`config.mk`:
```
export PLATFORM = sky130hd
export DESIGN_NAME = controller_top
export DESIGN_NICKNAME = d
export VERILOG_FILES = /design/src/rtl/ctrl_port_pkg.sv /design/src/rtl/controller_top.sv /design/src/rtl/riot_port_pack.sv /design/src/rtl/port_mux.sv /design/src/rtl/trackball_feed.sv /design/src/rtl/keypad_matrix.sv
export SDC_FILE = /design/constraint.sdc
export NUM_CORES = 1
export LEC_CHECK = 0
export ABC_AREA = 1
export BUFFER_PORTS_ARGS = -buffer_cell sky130_fd_sc_hd__buf_4
export CORE_ASPECT_RATIO = 0.9
export CORE_MARGIN = 3
export CORE_UTILIZATION = 55
export DETAILED_ROUTE_END_ITERATION = 10
export PLACE_DENSITY = 0.83
export SYNTH_ARGS = -nofsm -noshare
export SYNTH_HDL_FRONTEND = slang
export SYNTH_SLANG_ARGS = --single-unit
```
`constraint.sdc`:
```
create_clock -name clk_sys -period 3.4 [get_ports clk_sys]
set_clock_uncertainty 0.05 [all_clocks]
set_input_delay 0.17 -clock clk_sys [delete_from_list [all_inputs] [get_ports clk_sys]]
set_output_delay 0.17 -clock clk_sys [all_outputs]
set_load 0.05 [all_outputs]
```
`src/rtl/ctrl_port_pkg.sv`:
```
// Controller port package with device types, field positions and keypad scan codes
package ctrl_port_pkg;

	// Device attached to a controller port
	typedef enum logic [1:0] {
		dev_none      = 2'd0,
		dev_joystick  = 2'd1,
		dev_trackball = 2'd2,
		dev_keypad    = 2'd3
	} dev_type_t;

	localparam int NUM_PORTS = 2;

	// ==============================
	// Host joystick word
	// ==============================
	localparam int JOY_W      = 16;
	localparam int JOY_RIGHT  = 0;
	localparam int JOY_LEFT   = 1;
	localparam int JOY_DOWN   = 2;
	localparam int JOY_UP     = 3;
	localparam int JOY_FIRE1  = 4;
	localparam int JOY_FIRE2  = 5;
	localparam int JOY_PAUSE  = 6;
	localparam int JOY_SELECT = 7;
	localparam int JOY_START  = 8;

	// ==============================
	// PS/2 key and mouse words
	// ==============================
	localparam int PS2_KEY_W      = 11;
	localparam int KEY_STROBE_BIT = 10;
	localparam int KEY_PRESS_BIT  = 9;
	localparam int KEY_CODE_W     = 9;

	localparam int PS2_MOUSE_W      = 25;
	localparam int MOUSE_STROBE_BIT = 24;
	localparam int MOUSE_BTN_L      = 0;
	localparam int MOUSE_BTN_R      = 1;
	localparam int MOUSE_X_SIGN     = 4;
	localparam int MOUSE_Y_SIGN     = 5;
	localparam int MOUSE_X_LSB      = 8;
	localparam int MOUSE_Y_LSB      = 16;
	localparam int TB_CNT_W         = 8;

	// ==============================
	// Keypad matrix
	// ==============================
	localparam int NUM_KEYS  = 12;
	localparam int KP_ROWS   = 4;
	localparam int KP_COLS   = 3;
	localparam int KEY_IDX_W = 4;

	// Index is row * 3 + column
	localparam logic [KEY_IDX_W-1:0] KEY_IDX_1    = 4'd0;
	localparam logic [KEY_IDX_W-1:0] KEY_IDX_2    = 4'd1;
	localparam logic [KEY_IDX_W-1:0] KEY_IDX_3    = 4'd2;
	localparam logic [KEY_IDX_W-1:0] KEY_IDX_4    = 4'd3;
	localparam logic [KEY_IDX_W-1:0] KEY_IDX_5    = 4'd4;
	localparam logic [KEY_IDX_W-1:0] KEY_IDX_6    = 4'd5;
	localparam logic [KEY_IDX_W-1:0] KEY_IDX_7    = 4'd6;
	localparam logic [KEY_IDX_W-1:0] KEY_IDX_8    = 4'd7;
	localparam logic [KEY_IDX_W-1:0] KEY_IDX_9    = 4'd8;
	localparam logic [KEY_IDX_W-1:0] KEY_IDX_STAR = 4'd9;
	localparam logic [KEY_IDX_W-1:0] KEY_IDX_0    = 4'd10;
	localparam logic [KEY_IDX_W-1:0] KEY_IDX_HASH = 4'd11;

	// Number row layout
	localparam logic [KEY_CODE_W-1:0] SC_1      = 9'h016;
	localparam logic [KEY_CODE_W-1:0] SC_2      = 9'h01E;
	localparam logic [KEY_CODE_W-1:0] SC_3      = 9'h026;
	localparam logic [KEY_CODE_W-1:0] SC_4      = 9'h025;
	localparam logic [KEY_CODE_W-1:0] SC_5      = 9'h02E;
	localparam logic [KEY_CODE_W-1:0] SC_6      = 9'h036;
	localparam logic [KEY_CODE_W-1:0] SC_7      = 9'h03D;
	localparam logic [KEY_CODE_W-1:0] SC_8      = 9'h03E;
	localparam logic [KEY_CODE_W-1:0] SC_9      = 9'h046;
	localparam logic [KEY_CODE_W-1:0] SC_0      = 9'h045;
	localparam logic [KEY_CODE_W-1:0] SC_MINUS  = 9'h04E;
	localparam logic [KEY_CODE_W-1:0] SC_EQUALS = 9'h055;

	// Letter block layout
	localparam logic [KEY_CODE_W-1:0] SC_Q = 9'h015;
	localparam logic [KEY_CODE_W-1:0] SC_W = 9'h01D;
	localparam logic [KEY_CODE_W-1:0] SC_E = 9'h024;
	localparam logic [KEY_CODE_W-1:0] SC_A = 9'h01C;
	localparam logic [KEY_CODE_W-1:0] SC_S = 9'h01B;
	localparam logic [KEY_CODE_W-1:0] SC_D = 9'h023;
	localparam logic [KEY_CODE_W-1:0] SC_Z = 9'h01A;
	localparam logic [KEY_CODE_W-1:0] SC_X = 9'h022;
	localparam logic [KEY_CODE_W-1:0] SC_C = 9'h021;

endpackage
```
`src/rtl/controller_top.sv`:
```
// Controller input top level joining keypad, trackball, port muxes and RIOT packer
`timescale 1ns/1ps

module controller_top import ctrl_port_pkg::*; (
	input  logic                   clk_sys,
	input  logic                   reset,
	input  logic [JOY_W-1:0]       joy_a,
	input  logic [JOY_W-1:0]       joy_b,
	input  dev_type_t              dev_a,
	input  dev_type_t              dev_b,
	input  logic [PS2_KEY_W-1:0]   ps2_key,
	input  logic [PS2_MOUSE_W-1:0] ps2_mouse,
	input  logic                   pa_read,
	input  logic [7:0]             pa_out,
	input  logic [7:0]             pb_out,
	input  logic                   tia_en,
	input  logic                   diff_left,
	input  logic                   diff_right,
	output logic [7:0]             pa_in,
	output logic [7:0]             pb_in,
	output logic [1:0]             ilatch,
	output logic [3:0]             idump
);

	logic [NUM_KEYS-1:0] key_held;
	logic [3:0]          tb_nibble;
	logic                tb_button;

	dev_type_t           port_dev    [NUM_PORTS];
	logic [JOY_W-1:0]    port_joy    [NUM_PORTS];
	logic [3:0]          port_nibble [NUM_PORTS];
	logic                port_latch  [NUM_PORTS];
	logic [1:0]          port_dump   [NUM_PORTS];

	assign port_dev[0] = dev_a;
	assign port_dev[1] = dev_b;
	assign port_joy[0] = joy_a;
	assign port_joy[1] = joy_b;

	keypad_matrix u_keypad (
		.clk_sys  (clk_sys),
		.reset    (reset),
		.ps2_key  (ps2_key),
		.key_held (key_held)
	);

	trackball_feed u_trackball (
		.clk_sys   (clk_sys),
		.reset     (reset),
		.ps2_mouse (ps2_mouse),
		.pa_read   (pa_read),
		.tb_nibble (tb_nibble),
		.tb_button (tb_button)
	);

	// Port 0 drives pa_out[7:4], port 1 pa_out[3:0]
	for (genvar i = 0; i < NUM_PORTS; i++) begin : g_port
		port_mux u_mux (
			.clk_sys    (clk_sys),
			.reset      (reset),
			.dev_type   (port_dev[i]),
			.joy        (port_joy[i]),
			.kp_drive   (pa_out[(NUM_PORTS-1-i)*4 +: 4]),
			.key_held   (key_held),
			.tb_nibble  (tb_nibble),
			.tb_button  (tb_button),
			.nibble     (port_nibble[i]),
			.fire_latch (port_latch[i]),
			.dump       (port_dump[i])
		);
	end

	riot_port_pack u_pack (
		.clk_sys    (clk_sys),
		.reset      (reset),
		.nibble_0   (port_nibble[0]),
		.nibble_1   (port_nibble[1]),
		.latch_0    (port_latch[0]),
		.latch_1    (port_latch[1]),
		.dump_0     (port_dump[0]),
		.dump_1     (port_dump[1]),
		.joy_a      (joy_a),
		.joy_b      (joy_b),
		.pb_out     (pb_out),
		.tia_en     (tia_en),
		.diff_left  (diff_left),
		.diff_right (diff_right),
		.pa_in      (pa_in),
		.pb_in      (pb_in),
		.ilatch     (ilatch),
		.idump      (idump)
	);

endmodule

```
`src/rtl/riot_port_pack.sv`:
```
// RIOT and TIA input packer with console switches and two-button latch override
`timescale 1ns/1ps

module riot_port_pack import ctrl_port_pkg::*; (
	input  logic             clk_sys,
	input  logic             reset,
	input  logic [3:0]       nibble_0,
	input  logic [3:0]       nibble_1,
	input  logic             latch_0,
	input  logic             latch_1,
	input  logic [1:0]       dump_0,
	input  logic [1:0]       dump_1,
	input  logic [JOY_W-1:0] joy_a,
	input  logic [JOY_W-1:0] joy_b,
	input  logic [7:0]       pb_out,
	input  logic             tia_en,
	input  logic             diff_left,
	input  logic             diff_right,
	output logic [7:0]       pa_in,
	output logic [7:0]       pb_in,
	output logic [1:0]       ilatch,
	output logic [3:0]       idump
);

	// Console side, delayed to line up with the port muxes
	logic [2:0] pb_echo_q;
	logic       tia_en_q;
	logic       diff_left_q;
	logic       diff_right_q;
	logic       pause_q;
	logic       select_q;
	logic       start_q;
	logic       two_btn_a;
	logic       two_btn_b;

	always_ff @(posedge clk_sys) begin
		if (reset) begin
			pb_echo_q    <= 3'b111;
			tia_en_q     <= 1'b0;
			diff_left_q  <= 1'b0;
			diff_right_q <= 1'b0;
			pause_q      <= 1'b0;
			select_q     <= 1'b0;
			start_q      <= 1'b0;
		end else begin
			pb_echo_q    <= {pb_out[5], pb_out[4], pb_out[2]};
			tia_en_q     <= tia_en;
			diff_left_q  <= diff_left;
			diff_right_q <= diff_right;
			// Either stick may press the console keys
			pause_q      <= joy_a[JOY_PAUSE] | joy_b[JOY_PAUSE];
			select_q     <= joy_a[JOY_SELECT] | joy_b[JOY_SELECT];
			start_q      <= joy_a[JOY_START] | joy_b[JOY_START];
		end
	end

	// Two-button mode holds pin 6 high
	assign two_btn_a = ~pb_echo_q[0] & ~tia_en_q;
	assign two_btn_b = ~pb_echo_q[1] & ~tia_en_q;

	// ==============================
	// Output register
	// ==============================
	always_ff @(posedge clk_sys) begin
		if (reset) begin
			pa_in  <= 8'hFF;
			pb_in  <= 8'hFF;
			ilatch <= 2'b11;
			idump  <= 4'b0000;
		end else begin
			pa_in  <= {nibble_0, nibble_1};
			ilatch <= {latch_1 | two_btn_b, latch_0 | two_btn_a};
			idump  <= {dump_1, dump_0};
			pb_in  <= {~diff_right_q, ~diff_left_q, pb_echo_q[2], pb_echo_q[1],
				~pause_q, pb_echo_q[0], ~select_q, ~start_q};
		end
	end

endmodule

```
`src/rtl/port_mux.sv`:
```
// Port multiplexer that picks one port's nibble, fire latch and dump pair by device
`timescale 1ns/1ps

module port_mux import ctrl_port_pkg::*; (
	input  logic                clk_sys,
	input  logic                reset,
	input  dev_type_t           dev_type,
	input  logic [JOY_W-1:0]    joy,
	input  logic [3:0]          kp_drive,
	input  logic [NUM_KEYS-1:0] key_held,
	input  logic [3:0]          tb_nibble,
	input  logic                tb_button,
	output logic [3:0]          nibble,
	output logic                fire_latch,
	output logic [1:0]          dump
);

	logic [KP_COLS-1:0] kp_col;
	logic [3:0]         nibble_d;
	logic               latch_d;
	logic [1:0]         dump_d;
	logic               fire_any;

	assign fire_any = joy[JOY_FIRE1] | joy[JOY_FIRE2];

	// ==============================
	// Keypad columns
	// ==============================
	// Pulled up until a held key connects the column to its row drive.
	// Later rows override earlier ones
	always_comb begin
		kp_col = '1;
		for (int row = 0; row < KP_ROWS; row++) begin
			for (int col = 0; col < KP_COLS; col++) begin
				if (key_held[row*KP_COLS + col])
					kp_col[col] = kp_drive[row];
			end
		end
	end

	// ==============================
	// Device select
	// ==============================
	always_comb begin
		nibble_d = 4'b1111;
		latch_d  = 1'b1;
		dump_d   = 2'b00;
		case (dev_type)
			dev_joystick: begin
				// Active low directions, R L D U
				nibble_d = ~{joy[JOY_RIGHT], joy[JOY_LEFT], joy[JOY_DOWN], joy[JOY_UP]};
				latch_d  = ~fire_any;
				dump_d   = {joy[JOY_FIRE1], joy[JOY_FIRE2]};
			end
			dev_trackball: begin
				nibble_d = tb_nibble;
				latch_d  = ~tb_button;
			end
			dev_keypad: begin
				// Rows are driven by the console and read back as is
				nibble_d = kp_drive;
				latch_d  = kp_col[2];
				dump_d   = kp_col[1:0];
			end
			default: ;
		endcase
	end

	always_ff @(posedge clk_sys) begin
		if (reset) begin
			nibble     <= 4'b1111;
			fire_latch <= 1'b1;
			dump       <= 2'b00;
		end else begin
			nibble     <= nibble_d;
			fire_latch <= latch_d;
			dump       <= dump_d;
		end
	end

	dev_type_known: assert property (
		@(posedge clk_sys) disable iff (reset) !$isunknown(dev_type)
	) else $error("port device type is unknown");

endmodule

```
`src/rtl/trackball_feed.sv`:
```
// Trackball feed that turns mouse packets into direction and toggle pulses per port read
`timescale 1ns/1ps

module trackball_feed import ctrl_port_pkg::*; (
	input  logic                   clk_sys,
	input  logic                   reset,
	input  logic [PS2_MOUSE_W-1:0] ps2_mouse,
	input  logic                   pa_read,
	output logic [3:0]             tb_nibble,
	output logic                   tb_button
);

	logic                last_strobe;
	logic                mouse_pkt;
	logic [TB_CNT_W-1:0] x_byte;
	logic [TB_CNT_W-1:0] y_byte;
	logic [TB_CNT_W-1:0] x_cnt;
	logic [TB_CNT_W-1:0] y_cnt;
	logic                xtog;
	logic                ytog;
	logic                dir_x;
	logic                dir_y;

	assign mouse_pkt = ps2_mouse[MOUSE_STROBE_BIT] != last_strobe;
	assign x_byte    = ps2_mouse[MOUSE_X_LSB +: TB_CNT_W];
	assign y_byte    = ps2_mouse[MOUSE_Y_LSB +: TB_CNT_W];

	always_ff @(posedge clk_sys) begin
		if (reset) begin
			last_strobe <= 1'b0;
			x_cnt       <= '0;
			y_cnt       <= '0;
			xtog        <= 1'b0;
			ytog        <= 1'b0;
			dir_x       <= 1'b0;
			dir_y       <= 1'b0;
			tb_nibble   <= '0;
			tb_button   <= 1'b0;
		end else begin
			last_strobe <= ps2_mouse[MOUSE_STROBE_BIT];

			// One step of movement per port A read
			if (pa_read) begin
				if (x_cnt != '0) begin
					x_cnt <= x_cnt - 1'b1;
					xtog  <= ~xtog;
				end
				if (y_cnt != '0) begin
					y_cnt <= y_cnt - 1'b1;
					ytog  <= ~ytog;
				end
				tb_nibble <= {ytog, dir_y, xtog, dir_x};
			end

			// A fresh packet takes over the counts
			if (mouse_pkt) begin
				x_cnt     <= ps2_mouse[MOUSE_X_SIGN] ? ~x_byte : x_byte;
				y_cnt     <= ps2_mouse[MOUSE_Y_SIGN] ? ~y_byte : y_byte;
				dir_x     <= ~ps2_mouse[MOUSE_X_SIGN];  // x runs opposite on this ball
				dir_y     <= ps2_mouse[MOUSE_Y_SIGN];
				tb_button <= ps2_mouse[MOUSE_BTN_L] | ps2_mouse[MOUSE_BTN_R];
			end
		end
	end

	// Counts only drain between packets
	count_drains_only: assert property (
		@(posedge clk_sys) disable iff (reset)
		!mouse_pkt |=> (x_cnt <= $past(x_cnt)) && (y_cnt <= $past(y_cnt))
	) else $error("trackball count rose without a mouse packet");

endmodule

```
`src/rtl/keypad_matrix.sv`:
```
// Keypad matrix that tracks twelve held keys from PS/2 key events
`timescale 1ns/1ps

module keypad_matrix import ctrl_port_pkg::*; (
	input  logic                 clk_sys,
	input  logic                 reset,
	input  logic [PS2_KEY_W-1:0] ps2_key,
	output logic [NUM_KEYS-1:0]  key_held
);

	logic                 last_strobe;
	logic                 key_event;
	logic                 key_known;
	logic [KEY_IDX_W-1:0] key_idx;

	// New event whenever the strobe bit toggles
	assign key_event = ps2_key[KEY_STROBE_BIT] != last_strobe;

	// ==============================
	// Scan code decode
	// ==============================
	always_comb begin
		key_known = 1'b1;
		key_idx   = '0;
		case (ps2_key[KEY_CODE_W-1:0])
			SC_1:      key_idx = KEY_IDX_1;
			SC_2:      key_idx = KEY_IDX_2;
			SC_3:      key_idx = KEY_IDX_3;
			// Number row
			SC_4:      key_idx = KEY_IDX_4;
			SC_5:      key_idx = KEY_IDX_5;
			SC_6:      key_idx = KEY_IDX_6;
			SC_7:      key_idx = KEY_IDX_7;
			SC_8:      key_idx = KEY_IDX_8;
			SC_9:      key_idx = KEY_IDX_9;
			SC_0:      key_idx = KEY_IDX_0;
			SC_MINUS:  key_idx = KEY_IDX_HASH;
			SC_EQUALS: key_idx = KEY_IDX_STAR;
			// Letter block, laid out like the pad
			SC_Q:      key_idx = KEY_IDX_4;
			SC_W:      key_idx = KEY_IDX_5;
			SC_E:      key_idx = KEY_IDX_6;
			SC_A:      key_idx = KEY_IDX_7;
			SC_S:      key_idx = KEY_IDX_8;
			SC_D:      key_idx = KEY_IDX_9;
			SC_Z:      key_idx = KEY_IDX_STAR;
			SC_X:      key_idx = KEY_IDX_0;
			SC_C:      key_idx = KEY_IDX_HASH;
			default:   key_known = 1'b0;
		endcase
	end

	// ==============================
	// Held key state
	// ==============================
	always_ff @(posedge clk_sys) begin
		if (reset) begin
			last_strobe <= 1'b0;
			key_held    <= '0;
		end else begin
			last_strobe <= ps2_key[KEY_STROBE_BIT];
			// Press sets, release clears
			if (key_event && key_known)
				key_held[key_idx] <= ps2_key[KEY_PRESS_BIT];
		end
	end

	// Nothing stays held across a reset
	held_clear_after_reset: assert property (
		@(posedge clk_sys) reset |=> key_held == '0
	) else $error("keypad keys still held after reset");

endmodule

```
==> results.ini <==
[outcome]
outcome = completed

[floorplanning]
die_area_mm2 = 0.00877
start_util_pct = 58.2
core_area_mm2 = 0.00726
die_w_um = 98.4
row_count = 29
die_y_um = 89.1
ios = 116

[timing]
setup_slack_ns = 1.28
post-route-min-period_ns = 2.12
tightest_slew_ns = 0.810
slew_violations = 0
rsz0062_at_grt = no
setup_viol = 0
setup-tns-final_ns = 0
fin_crit_sh_pct = 62.3
hold_viol_final = 0
fmax_mhz = 472
relSlewSlack_pct = 45.9

[yosys]
syn-num-nets = 689
yosys_warnings = 0
yosys-top-cells-area = dfxtp_1 (40%), nand2_1 (7.6%), nor2_1 (7.6%), inv_1 (6.5%), a21oi_1 (5.3%)
ys_ff_latch = 84
synth_top_area_share_pct = 39.8
yosysTopAreaCell = dfxtp_1
netlist_area_mm2 = 0.00422
synthDistinctLibCells = 30
seq_area_frac_synth_pct = 39.8
syn_inst = 591
avgSynthCellArea_um2 = 7.15

[finish]
finalNetCount = 788
final_util_pct = 72.9
multi_input_area_mm2 = 0.00216
seq_area_mm2 = 0.00168
drive_above_1_share_pct = 20.7
antenna_cells = 0
final.fill_count = 565
area_growth_pct = 25.3

[route]
ant_nets = 0
vias_per_cell = 5.38
first_pass_iters = 5
routed_wl_um = 10500
drt_iter0_markers = 228
drc_errors = 0
vias = 4241
wl_per_cell_um = 13.3

[critical_path]
r2r_setup_slack_ns = 1.45
crit_path_end_kind = register
crit_type = input port to register
crit_path_max_fanout = 23
worst_ep_required_time_ns = 3.64
crit_arrival_ns = 2.36
startpoint_type = input port

[clock_tree]
cts_setup_buffers = 0
path_clk_slew_ns = 0.08
cts_buffers = 9
clk_latency_ns = 0.36
cts_root_buf = clkbuf_8
cts_tree = yes
htree_levels = 3
cts_buffer_depth = 2
clock_sink_count = 84

[power]
ir_drop_mv = 0.221
seq_power_share_pct = 47.2
p_clk_share_pct = 31.5
power.density_mw_per_mm2 = 436
p_sw_share_pct = 30.7
power.internal_mw = 1.60
comb_power_share_pct = 21.3
total_leakage_power_nw = 2.30
p_switching_uw = 708

[flow_run]
drv_cap = 0

[placed_design]
dpl_worst_slack_ns = 1.49
numPortBuffers = 92
hpwlAfterDp_um = 7630
gp_congestion = 0.901

[global_route]
grt_overflow = 0
grt_usage_pct = 24.1
grt_pass1_wl_um = 17300
antenna_found_initial = 0
grt_max_degree = 47
grt_pass1_vias = 3830

[hold_path]
hp-class = input port to register

## repair_timing
item | CTS | global route
hold endpoints to repair | 11 | 0
hold buffers | 14 | 0
setup endpoints to repair | 0 | 0
resized for setup | 0 | 0
## cell usage in the layout, fill, tap and decap left out, drive strengths merged
cell type / n
dlygate4sd3: 14
bufinv: 1
xnor2: 9
nand3b: 1
inv: 80
o21ai: 44
or2: 14
nand4: 13
nand2: 87
xor2: 15
clkinv: 2
o211ai: 18
o31ai: 3
a31oi: 2
a21oi: 45
clkinvlp: 1
nor2: 93
o2111ai: 10
dfxtp: 84
nand3: 45
ha: 4
clkbuf: 10
nor3: 6
buf: 94
## path summary, 6_finish.rpt
kind | to | start | cells past startpoint
worst min-delay path | g_port[1].u_mux.nibble[3] | pa_out[3] | 3
worst max-delay path | u_trackball.x_cnt[3] | ps2_mouse[24] | 9
worst min register to register | u_pack.pb_in[0] | u_pack.start_q | 1
worst max register to register | u_trackball.x_cnt[3] | u_trackball.last_strobe | 7
## area by class of cell
cell class	count	area share [%]
Timing Repair Buffer	108	16.0
Inverter	78	5.53
Clock inverter	6	1.35
Sequential cell	84	31.8
Clock buffer	10	2.41
Tap cell	93	2.20
Multi-Input combinational cell	409	40.7
## worst max-delay path, stage by stage
cell and delay [ns]:
dlygate4sd3_1 0.53, buf_4 0.14, xnor2_1 0.11, buf_4 0.21, inv_1 0.45, nor2_1 0.14, inv_1 0.28, o21ai_0 0.15
a21oi_1 0.17
## state kept, by name, summed over array words and instances (netlist names), 2 cells and up
name / flops
u_trackball.y_cnt: 8
g_port.u_mux.fire_latch: 2
u_trackball.tb_nibble: 4
u_pack.ilatch: 2
u_pack.pa_in: 8
g_port.u_mux.dump: 4
g_port.u_mux.nibble: 8
u_pack.idump: 4
u_pack.pb_in: 8
u_trackball.x_cnt: 8
u_pack.pb_echo_q: 3
u_keypad.key_held: 12
## metal layers
metal  vias up  routed length (um)  global-route usage (%)
met1      1920                4640                    32.0
met2       149                4910                    39.8
met3        18                 792                    4.84
met4         0                 170                    8.31
met5         -                   0                       0
li1       2154                   -                       -
## cell families (layout without fill, tap and decap cells)
logic type | count (synthesis) | after routing | synth area share [%]
adder cells (fa/ha/maj) | 4 | 4 | 1.18
flip-flops | 84 | 84 | 39.8
XOR/XNOR | 24 | 24 | 4.98
buffers and inverters | 98 | 202 | 9.15
AO/OA/AOI/OAI | 122 | 122 | 16.6
AND/OR/NAND/NOR | 259 | 259 | 28.2
## per-stage QoR
stage,power [mW],area (um^2),hold slack [ns],cells
after floorplan,1.43,4220,0.224,591
after global placement,1.57,4950,0.303,758
after CTS,2.32,5290,0.0104,788
final,2.31,5290,0.0290,788
after detailed placement,1.58,4950,0.307,758
after global routing,2.42,5290,0.0105,788
## power by group through the flow
stage | sequential (mW) | clock (mW) | combinational (mW)
3_3_place_gp | 1.11 | 0 | 0.457
6_report | 1.09 | 0.727 | 0.491
3_5_place_dp | 1.11 | 0 | 0.471
5_1_grt | 1.10 | 0.777 | 0.548
2_1_floorplan | 1.14 | 0 | 0.282
4_1_cts | 1.09 | 0.739 | 0.487
## synthesized netlist by cell type
| master | n |
|---|---|
| nor2_2 | 6 |
| a31oi_1 | 2 |
| buf_6 | 2 |
| inv_2 | 4 |
| clkbuf_1 | 12 |
| nand4_1 | 13 |
| nor3_1 | 6 |
| buf_1 | 3 |
| nand3b_1 | 1 |
| xor2_1 | 15 |
| nand2_1 | 86 |
| nand3_4 | 1 |
| or2_2 | 14 |
| clkinv_1 | 1 |
| dfxtp_1 | 84 |
| ha_1 | 4 |
| xnor2_1 | 9 |
| nand2_4 | 1 |
| nand3_2 | 7 |
| o211ai_1 | 18 |
| o31ai_1 | 3 |
| o2111ai_1 | 10 |
| nor2_4 | 2 |
| inv_1 | 73 |
| a21oi_1 | 45 |
| nor2_1 | 85 |
| o21ai_0 | 41 |
| nand3_1 | 37 |
| buf_2 | 3 |
| o21ai_1 | 3 |
Note: power is estimated with default switching activity, not from simulation.
